--- src/logic/battle_pkg.sv ---
package battle_pkg;

	localparam int board_dim = 5;
	localparam int coord_w = 3;
	localparam int addr_w = 6; // player bit followed by the cell index x*5+y

	// ship identifiers 1 to 5 sit between empty and hit, each equal to its ship's length
	typedef logic [2:0] cell_t;

	localparam cell_t cell_empty = 3'd0;
	localparam cell_t cell_hit = 3'd6;
	localparam cell_t cell_miss = 3'd7;

	typedef enum logic [2:0] {
		out_none,
		out_place_ok,
		out_place_reject,
		out_hit,
		out_miss,
		out_sunk,
		out_repeat
	} outcome_t;

	localparam logic [1:0] phase_place = 2'd0;
	localparam logic [1:0] phase_fire = 2'd1;
	localparam logic [1:0] phase_over = 2'd2;

endpackage

--- src/logic/board_ram.sv ---
module board_ram (
	input logic clk,
	input logic reset,
	input logic mem_en,
	input logic mem_we,
	input logic [battle_pkg::addr_w-1:0] mem_addr,
	input battle_pkg::cell_t mem_wdata,
	output battle_pkg::cell_t rdata
);
	import battle_pkg::*;

	cell_t cells [0:2**addr_w-1]; // entries above 24 in each half are never addressed

	always_ff @(posedge clk) begin
		if (reset) begin
			for (int i = 0; i < 2**addr_w; i++) begin
				cells[i] <= cell_empty;
			end
		end else if (mem_en) begin
			if (mem_we) begin
				cells[mem_addr] <= mem_wdata;
			end else begin
				rdata <= cells[mem_addr]; // valid in the cycle after the grant
			end
		end
	end

endmodule

--- src/logic/board_arbiter.sv ---
module board_arbiter (
	input logic clk,
	input logic reset,
	input logic place_req,
	input logic place_we,
	input logic [battle_pkg::addr_w-1:0] place_addr,
	input battle_pkg::cell_t place_wdata,
	input logic fire_req,
	input logic fire_we,
	input logic [battle_pkg::addr_w-1:0] fire_addr,
	input battle_pkg::cell_t fire_wdata,
	output logic place_gnt,
	output logic fire_gnt,
	output logic mem_en,
	output logic mem_we,
	output logic [battle_pkg::addr_w-1:0] mem_addr,
	output battle_pkg::cell_t mem_wdata
);

	logic last_fire; // high when the resolver won the last grant

	assign place_gnt = place_req && (!fire_req || last_fire);
	assign fire_gnt = fire_req && (!place_req || !last_fire);

	assign mem_en = place_gnt || fire_gnt;
	assign mem_we = fire_gnt ? fire_we : place_we;
	assign mem_addr = fire_gnt ? fire_addr : place_addr;
	assign mem_wdata = fire_gnt ? fire_wdata : place_wdata;

	always_ff @(posedge clk) begin
		if (reset) begin
			last_fire <= 1'b0;
		end else if (place_gnt) begin
			last_fire <= 1'b0;
		end else if (fire_gnt) begin
			last_fire <= 1'b1;
		end
	end

endmodule

--- src/logic/ship_placer.sv ---
module ship_placer #(
	parameter int ship_count = 3
) (
	input logic clk,
	input logic reset,
	input logic enable,
	input logic player,
	input logic [battle_pkg::coord_w-1:0] x,
	input logic [battle_pkg::coord_w-1:0] y,
	input logic confirm,
	input logic gnt,
	input battle_pkg::cell_t rdata,
	output logic req,
	output logic we,
	output logic [battle_pkg::addr_w-1:0] addr,
	output battle_pkg::cell_t wdata,
	output logic [2:0] placed_count,
	output logic place_ok,
	output logic place_reject,
	output logic all_placed
);
	import battle_pkg::*;

	localparam int idx_w = addr_w - 1;

	typedef enum logic [1:0] {st_idle, st_read, st_wait, st_write} state_t;

	state_t state;
	logic [coord_w-1:0] x_q;
	logic [coord_w-1:0] y_q;
	logic [2:0] step;
	logic player_q;
	logic [2:0] count_now;
	logic [2:0] ship_len;
	logic [3:0] ship_end;
	logic [idx_w-1:0] cell_idx;

	// a new player starts from zero even before the stored count has cleared
	assign count_now = (player != player_q) ? 3'd0 : placed_count;
	assign ship_len = count_now + 3'd1;
	assign ship_end = {1'b0, y} + {1'b0, ship_len};
	assign cell_idx = idx_w'(x_q) * idx_w'(board_dim) + idx_w'(y_q) + idx_w'(step);

	assign req = (state == st_read) || (state == st_write);
	assign we = (state == st_write);
	assign addr = {player, cell_idx};
	assign wdata = ship_len; // the identifier is the length

	always_ff @(posedge clk) begin
		place_ok <= 1'b0;
		place_reject <= 1'b0;
		all_placed <= 1'b0;
		if (reset) begin
			state <= st_idle;
			step <= 3'd0;
			placed_count <= 3'd0;
			player_q <= 1'b0;
		end else begin
			player_q <= player;
			if (player != player_q) begin
				placed_count <= 3'd0;
			end
			case (state)
				st_idle: begin
					if (enable && confirm && count_now < ship_count) begin
						x_q <= x;
						y_q <= y;
						step <= 3'd0;
						if (x >= board_dim || ship_end > board_dim) begin
							place_reject <= 1'b1; // ship would run off the board
						end else begin
							state <= st_read;
						end
					end
				end
				st_read: begin
					if (gnt) begin
						state <= st_wait;
					end
				end
				st_wait: begin
					if (rdata != cell_empty) begin
						place_reject <= 1'b1; // overlaps a ship already down
						state <= st_idle;
					end else if (step == ship_len - 3'd1) begin
						step <= 3'd0;
						state <= st_write;
					end else begin
						step <= step + 3'd1;
						state <= st_read;
					end
				end
				st_write: begin
					if (gnt) begin
						if (step == ship_len - 3'd1) begin
							placed_count <= ship_len;
							place_ok <= 1'b1;
							all_placed <= (ship_len == ship_count);
							state <= st_idle;
						end else begin
							step <= step + 3'd1;
						end
					end
				end
				default: state <= st_idle;
			endcase
		end
	end

endmodule

--- src/logic/shot_resolver.sv ---
module shot_resolver #(
	parameter int ship_count = 3
) (
	input logic clk,
	input logic reset,
	input logic enable,
	input logic shooter,
	input logic [battle_pkg::coord_w-1:0] x,
	input logic [battle_pkg::coord_w-1:0] y,
	input logic confirm,
	input logic gnt,
	input battle_pkg::cell_t rdata,
	output logic req,
	output logic we,
	output logic [battle_pkg::addr_w-1:0] addr,
	output battle_pkg::cell_t wdata,
	output logic shot_done,
	output logic shot_hit,
	output logic shot_miss,
	output logic shot_sunk,
	output logic shot_repeat
);
	import battle_pkg::*;

	localparam int idx_w = addr_w - 1;

	typedef enum logic [1:0] {st_idle, st_read, st_wait, st_write} state_t;

	state_t state;
	logic [coord_w-1:0] x_q;
	logic [coord_w-1:0] y_q;
	cell_t target_q;
	logic [2:0] hit_cnt [0:1][1:ship_count]; // hits landed by each shooter on each ship
	logic [idx_w-1:0] cell_idx;

	assign cell_idx = idx_w'(x_q) * idx_w'(board_dim) + idx_w'(y_q);

	assign req = (state == st_read) || (state == st_write);
	assign we = (state == st_write);
	assign addr = {~shooter, cell_idx}; // always the opponent's half
	assign wdata = (target_q == cell_empty) ? cell_miss : cell_hit;

	always_ff @(posedge clk) begin
		shot_done <= 1'b0;
		shot_hit <= 1'b0;
		shot_miss <= 1'b0;
		shot_sunk <= 1'b0;
		shot_repeat <= 1'b0;
		if (reset) begin
			state <= st_idle;
			for (int p = 0; p < 2; p++) begin
				for (int s = 1; s <= ship_count; s++) begin
					hit_cnt[p][s] <= 3'd0;
				end
			end
		end else begin
			case (state)
				st_idle: begin
					if (enable && confirm) begin
						x_q <= x;
						y_q <= y;
						if (x >= board_dim || y >= board_dim) begin
							shot_repeat <= 1'b1; // off-board shots count as invalid, turn is kept
						end else begin
							state <= st_read;
						end
					end
				end
				st_read: begin
					if (gnt) begin
						state <= st_wait;
					end
				end
				st_wait: begin
					if (rdata == cell_hit || rdata == cell_miss) begin
						shot_repeat <= 1'b1;
						state <= st_idle;
					end else begin
						target_q <= rdata;
						state <= st_write;
					end
				end
				st_write: begin
					if (gnt) begin
						shot_done <= 1'b1;
						state <= st_idle;
						if (target_q == cell_empty) begin
							shot_miss <= 1'b1;
						end else begin
							shot_hit <= 1'b1;
							if (target_q <= ship_count) begin
								hit_cnt[shooter][target_q] <= hit_cnt[shooter][target_q] + 3'd1;
								shot_sunk <= (hit_cnt[shooter][target_q] + 3'd1 == target_q);
							end
						end
					end
				end
				default: state <= st_idle;
			endcase
		end
	end

endmodule

--- src/logic/game_control.sv ---
module game_control #(
	parameter int ship_count = 3
) (
	input logic clk,
	input logic reset,
	input logic all_placed,
	input logic shot_done,
	input logic shot_hit,
	output logic [1:0] phase,
	output logic player,
	output logic place_en,
	output logic fire_en,
	output logic game_over,
	output logic winner
);
	import battle_pkg::*;

	localparam int total_cells = ship_count * (ship_count + 1) / 2;

	logic [3:0] hits [0:1];
	logic [1:0] phase_next;
	logic last_hit;

	assign last_hit = (phase == phase_fire) && shot_done && shot_hit &&
		(hits[player] + 4'd1 == total_cells);

	always_comb begin
		phase_next = phase;
		case (phase)
			phase_place: begin
				if (all_placed && player) begin
					phase_next = phase_fire; // both fleets are down
				end
			end
			phase_fire: begin
				if (last_hit) begin
					phase_next = phase_over;
				end
			end
			default: phase_next = phase;
		endcase
	end

	assign game_over = (phase == phase_over);

	always_ff @(posedge clk) begin
		if (reset) begin
			phase <= phase_place;
			player <= 1'b0;
			place_en <= 1'b0;
			fire_en <= 1'b0;
			winner <= 1'b0;
			hits[0] <= 4'd0;
			hits[1] <= 4'd0;
		end else begin
			phase <= phase_next;
			place_en <= (phase_next == phase_place);
			fire_en <= (phase_next == phase_fire);
			if (phase == phase_place && all_placed) begin
				player <= ~player; // player 1 places next, or player 0 opens fire
			end
			if (phase == phase_fire && shot_done) begin
				player <= ~player;
				if (shot_hit) begin
					hits[player] <= hits[player] + 4'd1;
				end
			end
			if (last_hit) begin
				winner <= player;
			end
		end
	end

endmodule

--- src/logic/battle_top.sv ---
module battle_top (
	input logic clk,
	input logic reset,
	input logic [battle_pkg::coord_w-1:0] x,
	input logic [battle_pkg::coord_w-1:0] y,
	input logic confirm,
	output logic [1:0] phase,
	output logic turn,
	output logic place_ok,
	output logic place_reject,
	output logic shot_hit,
	output logic shot_miss,
	output logic shot_sunk,
	output logic shot_repeat,
	output logic game_over,
	output logic winner
);
	import battle_pkg::*;

	localparam int ship_count = 3;

	logic place_en;
	logic fire_en;
	logic all_placed;
	logic shot_done;
	logic place_req;
	logic place_we;
	logic [addr_w-1:0] place_addr;
	cell_t place_wdata;
	logic place_gnt;
	logic fire_req;
	logic fire_we;
	logic [addr_w-1:0] fire_addr;
	cell_t fire_wdata;
	logic fire_gnt;
	logic mem_en;
	logic mem_we;
	logic [addr_w-1:0] mem_addr;
	cell_t mem_wdata;
	cell_t rdata;

	game_control #(.ship_count(ship_count)) u_control (
		.clk(clk), .reset(reset), .all_placed(all_placed), .shot_done(shot_done),
		.shot_hit(shot_hit), .phase(phase), .player(turn), .place_en(place_en),
		.fire_en(fire_en), .game_over(game_over), .winner(winner)
	);

	ship_placer #(.ship_count(ship_count)) u_placer (
		.clk(clk), .reset(reset), .enable(place_en), .player(turn), .x(x), .y(y),
		.confirm(confirm), .gnt(place_gnt), .rdata(rdata), .req(place_req),
		.we(place_we), .addr(place_addr), .wdata(place_wdata), .placed_count(),
		.place_ok(place_ok), .place_reject(place_reject), .all_placed(all_placed)
	);

	shot_resolver #(.ship_count(ship_count)) u_resolver (
		.clk(clk), .reset(reset), .enable(fire_en), .shooter(turn), .x(x), .y(y),
		.confirm(confirm), .gnt(fire_gnt), .rdata(rdata), .req(fire_req),
		.we(fire_we), .addr(fire_addr), .wdata(fire_wdata), .shot_done(shot_done),
		.shot_hit(shot_hit), .shot_miss(shot_miss), .shot_sunk(shot_sunk),
		.shot_repeat(shot_repeat)
	);

	board_arbiter u_arbiter (
		.clk(clk), .reset(reset),
		.place_req(place_req), .place_we(place_we), .place_addr(place_addr),
		.place_wdata(place_wdata), .fire_req(fire_req), .fire_we(fire_we),
		.fire_addr(fire_addr), .fire_wdata(fire_wdata), .place_gnt(place_gnt),
		.fire_gnt(fire_gnt), .mem_en(mem_en), .mem_we(mem_we), .mem_addr(mem_addr),
		.mem_wdata(mem_wdata)
	);

	board_ram u_ram (
		.clk(clk), .reset(reset), .mem_en(mem_en), .mem_we(mem_we),
		.mem_addr(mem_addr), .mem_wdata(mem_wdata), .rdata(rdata)
	);

endmodule

--- config.mk ---
export PLATFORM = sky130hd
export DESIGN_NAME = battle_top
export DESIGN_NICKNAME = d
export VERILOG_FILES = /design/src/logic/battle_pkg.sv /design/src/logic/board_ram.sv /design/src/logic/board_arbiter.sv /design/src/logic/ship_placer.sv /design/src/logic/shot_resolver.sv /design/src/logic/game_control.sv /design/src/logic/battle_top.sv
export SDC_FILE = /design/constraint.sdc
export NUM_CORES = 1
export LEC_CHECK = 0
export BUFFER_PORTS_ARGS = -buffer_cell sky130_fd_sc_hd__buf_2
export CAP_MARGIN = 10
export CORE_MARGIN = 4
export CORE_UTILIZATION = 30
export DETAILED_ROUTE_END_ITERATION = 10
export PLACE_DENSITY = 0.49
export SYNTH_ARGS = -nofsm -noshare
export SYNTH_HDL_FRONTEND = slang
export SYNTH_SLANG_ARGS = --single-unit
--- constraint.sdc ---
create_clock -name clk -period 8.21 [get_ports clk]
set_clock_uncertainty 0.2 [all_clocks]
set_input_delay 0.4105 -clock clk [delete_from_list [all_inputs] [get_ports clk]]
set_output_delay 0.4105 -clock clk [all_outputs]
set_load 0.05 [all_outputs]
# --- Yosys cells after proc, flatten, opt, wreduce, memory -nomap -nowiden ---
# Memory sizes are Yosys's and may differ from the RTL's. A register that Yosys moved wholly into a read port is not among the register bits.
# Index checks and enable logic that the tools add are counted.
# W data, S select, Z words.
word_totals:
  output_inout_bits: 11
  ff_bits: 41
  memories: 3
  ramBits: 218
  inputBits: 9
op_classes:
  n_lt_le_gt_ge: 7
  mux: 79
  n_addsub: 10
  reduce_logical: 46
  n_bitwise: 11
  mul: 2
  eq_ne: 27
mem_list:
  columns: ["name", "words", "word_bits", "read_ports", "rd_ports_with_merged_regs", "wr", "line_no", "source"]
  rows:
  - ["u_ram.cells", 64, 3, 1, 1, 64, "board_ram.sv:12", "cell_t cells [0:2**addr_w-1];"]
  - ["u_resolver.hit_cnt", 2, 9, 1, 1, 2, "shot_resolver.sv:33", "logic [2:0] hit_cnt [0:1][1:ship_count];"]
  - ["u_control.hits", 2, 4, 1, 1, 2, "game_control.sv:20", "logic [3:0] hits [0:1];"]
op_table:
  columns: ["op", "count"]
  rows:
  - ["$mux W3", 14]
  - ["$mux W1", 37]
  - ["$eq A32 B3 Y1 const B", 1]
  - ["$mux W2", 14]
  - ["$mux W9", 3]
  - ["$pmux W2 S4", 2]
  - ["$add A5 B3 Y5", 3]
  - ["$ne A2 B2 Y1 const B", 7]
  - ["$mux W6", 2]
  - ["$reduce_and A3 Y1", 4]
  - ["$logic_and A1 B1 Y1", 11]
  - ["$eq A2 B2 Y1 const B", 5]
  - ["$mul A3 B3 Y5 const B", 2]
  - ["$not A1 Y1", 10]
  - ["$reduce_and A5 Y1", 2]
  - ["$add A3 B1 Y3 const B", 3]
  - ["$pmux W3 S3", 1]
  - ["$reduce_or A3 Y1", 3]
  - ["$reduce_or A9 Y1", 1]
  - ["$eq A2 B1 Y1 const B", 4]
  - ["$logic_not A2 Y1", 4]
  - ["$logic_or A1 B1 Y1", 8]
  - ["$ne A2 B1 Y1 const B", 4]
  - ["$reduce_or A4 Y1", 2]
  - ["27 further kinds", 35]

# --- Logic depth before layout (Yosys ltp) ---
# Gate-level depths: netlist of run 1.
depth:
  word_depth: 12
  ltp_mapped: 13
  mapped_depth_nobuf: 12

# --- Modules after synthesis ---
# From an unflattened synthesis of run 1, not the netlist that was laid out.
unflattened:
  hier_cells: 1123
  area_unflattened_um2: 13638.1
modules_own_cells:
  columns: ["mod", "area_each_um2", "instances", "cells_each"]
  rows:
  - ["board_ram", 9684.3, 1, 770]
  - ["shot_resolver", 1731.7, 1, 137]
  - ["ship_placer", 1285.0, 1, 135]
  - ["game_control", 716.9, 1, 63]
  - ["board_arbiter", 220.2, 1, 18]

# --- Least setup slack after synthesis of run 1 ---
# Ideal clock, no wire load.
synth_path:
  path_kind: "register to register"
  from: "reg u_placer.x_q[2]"
  to: "reg u_ram.rdata[0] (read register of u_ram.cells), data pin"
  n_path_buf: 1
  path_stages_with_launch: 11
  t_required_ns: 7.742
  arrival_time_ns: 3.113
  path_slack_ns: 4.628
  setup_time_ns: 0.268
  cell_sequence: "edfxtp_1 > ha_1 > ha_1 > fa_1 > fa_1 > nor3b_1 > a31oi_2 > buf_2 > o2111ai_1 > a22oi_1 > nand4_1"
synth_via:
  elab_chain_len: 4
synth_rtl:
  columns: ["element", "line_no", "source"]
  rows:
  - ["start: declaration", "ship_placer.sv:29", "logic [coord_w-1:0] x_q;"]
  - ["start signal: assignment", "ship_placer.sv:66", "x_q <= x;"]
  - ["$mul A3 B3 Y5", "ship_placer.sv:42", "assign cell_idx = idx_w'(x_q) * idx_w'(board_dim) + idx_w'(y_q) + idx_w'(step);"]
  - ["$add A5 B3 Y5 (2 in a row)", "ship_placer.sv:42", null]
  - ["$mux W6", "board_arbiter.sv:27", "assign mem_addr = fire_gnt ? fire_addr : place_addr;"]
  - ["end: declaration", "board_ram.sv:8", "output battle_pkg::cell_t rdata"]
# No other way between the ends.
# A chain may end at the register's enable or synchronous reset.

==> flow_summary.ini, run 1 <==
[pwr]
p_leak_nw = 5.74
ir_worst_vdd_uv = 123
p_per_area_nw_per_um2 = 200

[detailed_routing]
wl_per_cell_um = 20.8
viasPerCell = 5.23
wirelength_um = 45800
dr.pass1.iters = 6
drc = 0
drtAntennaViolNets = 0
num_vias = 11547
drtIter0Drc = 1043

[synth]
synth.distinct_cells = 63
yosys_warnings = 0
synth_area_leaders = edfxtp_1, nand2_1, nand2b_1, nor2_1, a21oi_1
synthSimpleGateAreaFrac_pct = 24.2
synth_top_area_share_pct = 48.3
synth_top_family_by_area = simple AND/OR/NAND/NOR gates
ys_seq_area_share_pct = 52.0
yosysTopAreaCell = edfxtp_1
avgSynthCellArea_um2 = 9.20
synth_area_um2 = 14700
synthArstFlopShare_pct = 0
ys_top_cells_by_count = nand2_1, nor2_1, edfxtp_1, a21oi_1, nand2b_1
synthFlopType = edfxtp_1
muxShareOfSynthArea_pct = 3.37
synth.most_common_cell = nand2_1
synth_edf_count = 236
synth-compound-area-share_pct = 12.4
ys_ff_latch = 263
syn_nets = 1637
synthAdderAreaFrac_pct = 2.98
synth-xor-area-share_pct = 1.04
syn_inst = 1596

[sta]
fmaxAchievable_ghz = 0.213
grt_setup_unrepaired = no
hold_viol = 0
period_needed_ns = 4.70
setup_viol = 0
post-route-period-util_pct = 57.3
max-slew-margin-rel_pct = 17.5
drv_slew = 0
timing.hold.ws_ns = 0.164
worst_slew_pin_slew_ns = 1.23
fin_tns_setup_ns = 0

[clocking]
cts_sinks = 263
cts_hold_buf = 6
htreeDepth = 2
post_cts_buffers = 0
root_buffer = clkbuf_16
clkTransAtPathRegs_ns = 0.06
cts_buffers = 34
cts_tree = built
cts_buffer_depth = 3
ctsResizeCount = 0
clock_latency_ns = 0.52

[grt]
grt_overflow = 0
antenna_found_initial = 1
grt_max_degree = 87
grt_pass1_vias = 11059
grt_pass1_wl_um = 68500
grt_usage_pct = 16.9

[placement]
hpwl_um = 29900
place_congestion = 0.812
io_buffers = 19

[layout]
nets = 1608
diodes = 0
final_layout_size_suffix_gt1_share_pct = 7.54
fill_cells = 4909
utilization_pct = 34.0
area_growth_pct = 11.3

[die]
dieWidth_um = 229
io_pins = 20
fp.dieH_um = 229
coreArea_um2 = 48000
dieArea_um2 = 52500
initial_core_util_pct = 30.6
rows = 80

[setup_path]
start_kind = flop
worstSetupEndpointType = flop
cp_data_arrival_time_ns = 4.85
critPathKind = reg2reg
path_max_fanout = 26
cp_data_required_time_ns = 8.36

[run]
drv_cap = 0

[worst_hold_path]
hold_class = in2reg

[outcome]
status = finished, final reports clean
placed cells by master, fill, tap and decap left out, types with 5 or more instances in the layout:
cell	instances
mux2_2	6
clkbuf_16	35
xor2_1	5
nor2b_1	8
mux2i_1	33
clkbuf_1	10
ha_1	25
clkinv_1	7
o2111ai_1	24
buf_4	21
nand2_1	329
a22oi_1	15
nand2b_1	150
buf_2	19
nand2_2	6
xnor2_1	8
a21oi_1	163
edfxtp_1	236
nand4_1	5
nor3_1	16
dfxtp_1	27
nor2_1	239
and3_1	8
dlygate4sd3_1	6
inv_1	22
nand3_1	10
fa_1	5
o211ai_1	5
o21ai_0	81
layer usage:
layer | vias up | track usage (%) | share of wire, %
met4 | 4 | 7.11 | 4.2
li1 | 5423 | - | -
met1 | 5642 | 22.5 | 43
met5 | - | 0.919 | 0.13
met3 | 95 | 3.42 | 6.9
met2 | 383 | 26.7 | 45
final timing paths:
path | slack (ns) | start | depth (start not counted) | endpoint
worst min register to register | 0.26 | u_ram.rdata[0] | 0 | u_resolver.target_q[0]
worst max-delay path | 3.51 | u_placer.x_q[0] | 9 | u_ram.cells[8][1]
worst max register to register | 3.51 | u_placer.x_q[0] | 9 | u_ram.cells[8][1]
worst min-delay path | 0.16 | reset | 2 | u_placer.placed_count[0]
registers in the layout (all words and copies together) (netlist names), 2 cells and up, named ones only:
register               count
u_control.hits             8
u_control.phase            2
u_placer.placed_count      3
u_placer.state             2
u_placer.step              3
u_placer.x_q               3
u_placer.y_q               3
u_ram.cells              192
u_ram.rdata                3
u_resolver.hit_cnt        18
u_resolver.state           2
u_resolver.target_q        3
u_resolver.x_q             3
u_resolver.y_q             3
worst max-delay path, stage by stage (launching register included):
cell and delay, ns:
edfxtp_1 0.40, ha_1 0.31, ha_1 0.32, fa_1 0.54, fa_1 0.57, nor2_1 0.12
mux2_2 0.53, nor2b_1 0.78, nand2_1 0.52, nor2_1 0.22
kinds of logic (layout without fill, tap and decap cells):
logic type	after synthesis	after routing
compound gates	315	315
xor+xnor	15	15
fa+ha+maj	32	32
buf+inv	134	129
flops	263	263
mux	44	44
simple gates	793	793
cell type report:
class	count	area, um^2	share of cell area [%]
clock inverter	15	148	0.903
multi-input combinational	1199	6490	39.7
clock buffer	45	913	5.59
sequential	263	7630	46.7
timing repair buffer	46	313	1.91
inverter	23	86.3	0.528
tap	615	769	4.71
power breakdown:
group          total [W]  switching (W)  internal, W
clock            0.00145       0.000573     0.000875
combinational   0.000297       0.000213    0.0000843
sequential       0.00152      0.0000225      0.00150
metrics by stage:
step	power, W	instances	instance area (um^2)	setup slack [ns]
6_report	0.00326	2206	16300	3.51
5_1_grt	0.00338	2206	16300	3.24
4_1_cts	0.00329	2206	16300	3.56
3_5_place_dp	0.00184	2140	15200	3.57
3_3_place_gp	0.00183	2140	15200	3.61
2_1_floorplan	0.00173	1596	14700	4.63
No activity file was read; power rests on OpenSTA's default activity.
==> run 2, diff against run 1 <==
clock period = 4.5 ns   (was 8.21 ns; I/O delays follow)
==> run 2 against run 1 <==
Sequential power is 82% higher. Via count is 1.0% lower. Worst setup slack worse by 3.3 ns. Maximum frequency is 10% higher. Non-clock buffer count is 20 higher. Clock power is 100% higher. Critical path depth is 1 higher. Critical endpoint is now u_ram.rdata[1]. Sequential share of layout area is 0.95 points lower. Flip-flop and latch count stayed put. Core utilization is 0.70 points higher.
==> flow_summary.ini, run 2 (synthesis results as in run 1) <==
[outcome]
status = finished, final reports clean

[sta]
period_needed_ns = 4.27
fmaxAchievable_ghz = 0.234
fin_ws_ns = 0.231
hold_viol = 0
worst_slew_pin_slew_ns = 0.941
grt_setup_unrepaired = no
drv_slew = 0
post-route-period-util_pct = 94.9
setup_viol = 0
max-slew-margin-rel_pct = 37.3
fin_tns_setup_ns = 0

[layout]
final_layout_size_suffix_gt1_share_pct = 9.46
largest_register_ffs = 192
registers.top_by_ff_count = u_ram.cells
final_cells = 2222
seqCellArea_um2 = 7630
diodes = 0
multi_input_area_um2 = 6490
final_common_cell = nand2_1
nets = 1624
final_cell_area_um2 = 16700
reg.largest.list = u_ram.cells: 192 flops, u_resolver.hit_cnt: 18 flops, u_control.hits: 8 flops
area_growth_pct = 13.6
fill_cells = 4889
layout_common_cells = nand2_1, nor2_1, edfxtp_1

[pwr]
p_per_area_nw_per_um2 = 375
power_frac_seq_pct = 44.2
pwr-share-comb_pct = 8.6
swShare_pct = 23.9
p_leak_nw = 5.93
internal-power_w = 0.00476
switchingPower_w = 0.00150
ir_worst_vdd_uv = 319
clockPowerShare_pct = 47.2
power_w = 0.00626

[detailed_routing]
drtIter0Drc = 909
wl_per_cell_um = 19.6
num_vias = 11428
drtAntennaViolNets = 0
dr.max_layer_used = met4
viasPerCell = 5.14
wl_met3_um = 2320
dr.pass1.iters = 6
wirelength_um = 43600
wl_met2_um = 20800
wl_met1_um = 19000
drc = 0

[setup_path]
cp_top_family = adder cells
cp_slowest_cell = fa_1
worstSetupEndpointType = flop
cp_data_required_time_ns = 4.58
cp_data_arrival_time_ns = 4.35
crit_chain = ha_1, ha_1, fa_1, fa_1, nor2b_1, mux2_4, o21ai_0, o2111ai_1, a22oi_1, nand4_1
slowest_delay_ns = 0.57
start_kind = flop
critPathKind = reg2reg
crit_buf_inv = 0
path_max_fanout = 26

[clocking]
clock_latency_ns = 0.59
clkTransAtPathRegs_ns = 0.06
cts_sinks = 263
htreeDepth = 1
root_buffer = clkbuf_16
cts_buffers = 30
post_cts_buffers = 0
cts_buffer_depth = 3
cts_tree = built

[die]
initial_core_util_pct = 30.6
coreArea_um2 = 48000
rows = 80
dieArea_um2 = 52500
fp.dieH_um = 229
dieWidth_um = 229
io_pins = 20

[placement]
pre_cts_ws_ns = 0.0491
hpwl_um = 29400
io_buffers = 19
postPlaceCellArea_um2 = 15400
place_congestion = 0.832
dpl.cell_count = 2159

[grt]
grt_overflow = 0
grt_pass1_wl_um = 67100
antenna_found_initial = 0
grt_usage_pct = 16.2
grt_max_degree = 84
grt_pass1_vias = 11306

[worst_hold_path]
hold_class = in2reg

[run]
drv_cap = 0
[run 2: changes by cell type in the layout (fill, tap and decap cells not counted), moves of 2 or more]
cell,change
clkbuf_8,+2
clkinv_1,-7
clkinv_4,+3
clkinvlp_4,+2
inv_4,+2
clkbuf_1,-9
buf_4,+17
bufinv_16,+4
buf_12,+2
[run 2: final cells by class]
class	instances	share of cell area, %
Clock buffer	39	5.59
Clock inverter	17	1.69
Inverter	23	0.518
Multi-Input combinational cell	1199	38.9
Sequential cell	263	45.7
Tap cell	615	4.61
Timing Repair Buffer	66	2.94
[run 2: final timing paths]
| path | slack [ns] | depth (start not counted) | start | to |
|---|---|---|---|---|
| max | 0.23 | 10 | u_placer.x_q[0] | u_ram.rdata[1] |
| min | 0.04 | 3 | confirm | u_resolver.y_q[1] |
| max reg2reg | 0.23 | 10 | u_placer.x_q[0] | u_ram.rdata[1] |
| min reg2reg | 0.28 | 1 | u_control.winner | u_control.winner |
[run 2: tightest hold or removal path: stages]
cell and delay (ns):
buf_2 0.11, nand3_1 0.08, nor2_1 0.17
[run 2: power groups by stage]
stage	Sequential [W]	Clock [W]	Combinational, W
3_5_place_dp	0.00282	0	0.000533
6_report	0.00277	0.00295	0.000541
3_3_place_gp	0.00282	0	0.000528
5_1_grt	0.00277	0.00311	0.000588
4_1_cts	0.00277	0.00300	0.000540
2_1_floorplan	0.00280	0	0.000347
[run 2: metal layers]
metal	GRT usage, %	up-vias
li1	-	5464
met1	21.4	5525
met2	27.4	355
met3	2.27	84
met4	5.76	0
met5	0	-
[run 2: what timing repair did]
item	4_1_cts	5_1_grt
hold endpoints to repair	27	0
gates resized for setup	0	3
setup endpoints to repair	0	33
hold buffers	7	0
[run 2: stage by stage]
step	hold WS (ns)	utilization, %
6_report	0.0387	34.7
4_1_cts	0.00837	34.7
5_1_grt	0.0344	34.7
3_5_place_dp	0.247	32.0
2_1_floorplan	0.124	-
3_3_place_gp	0.248	32.0
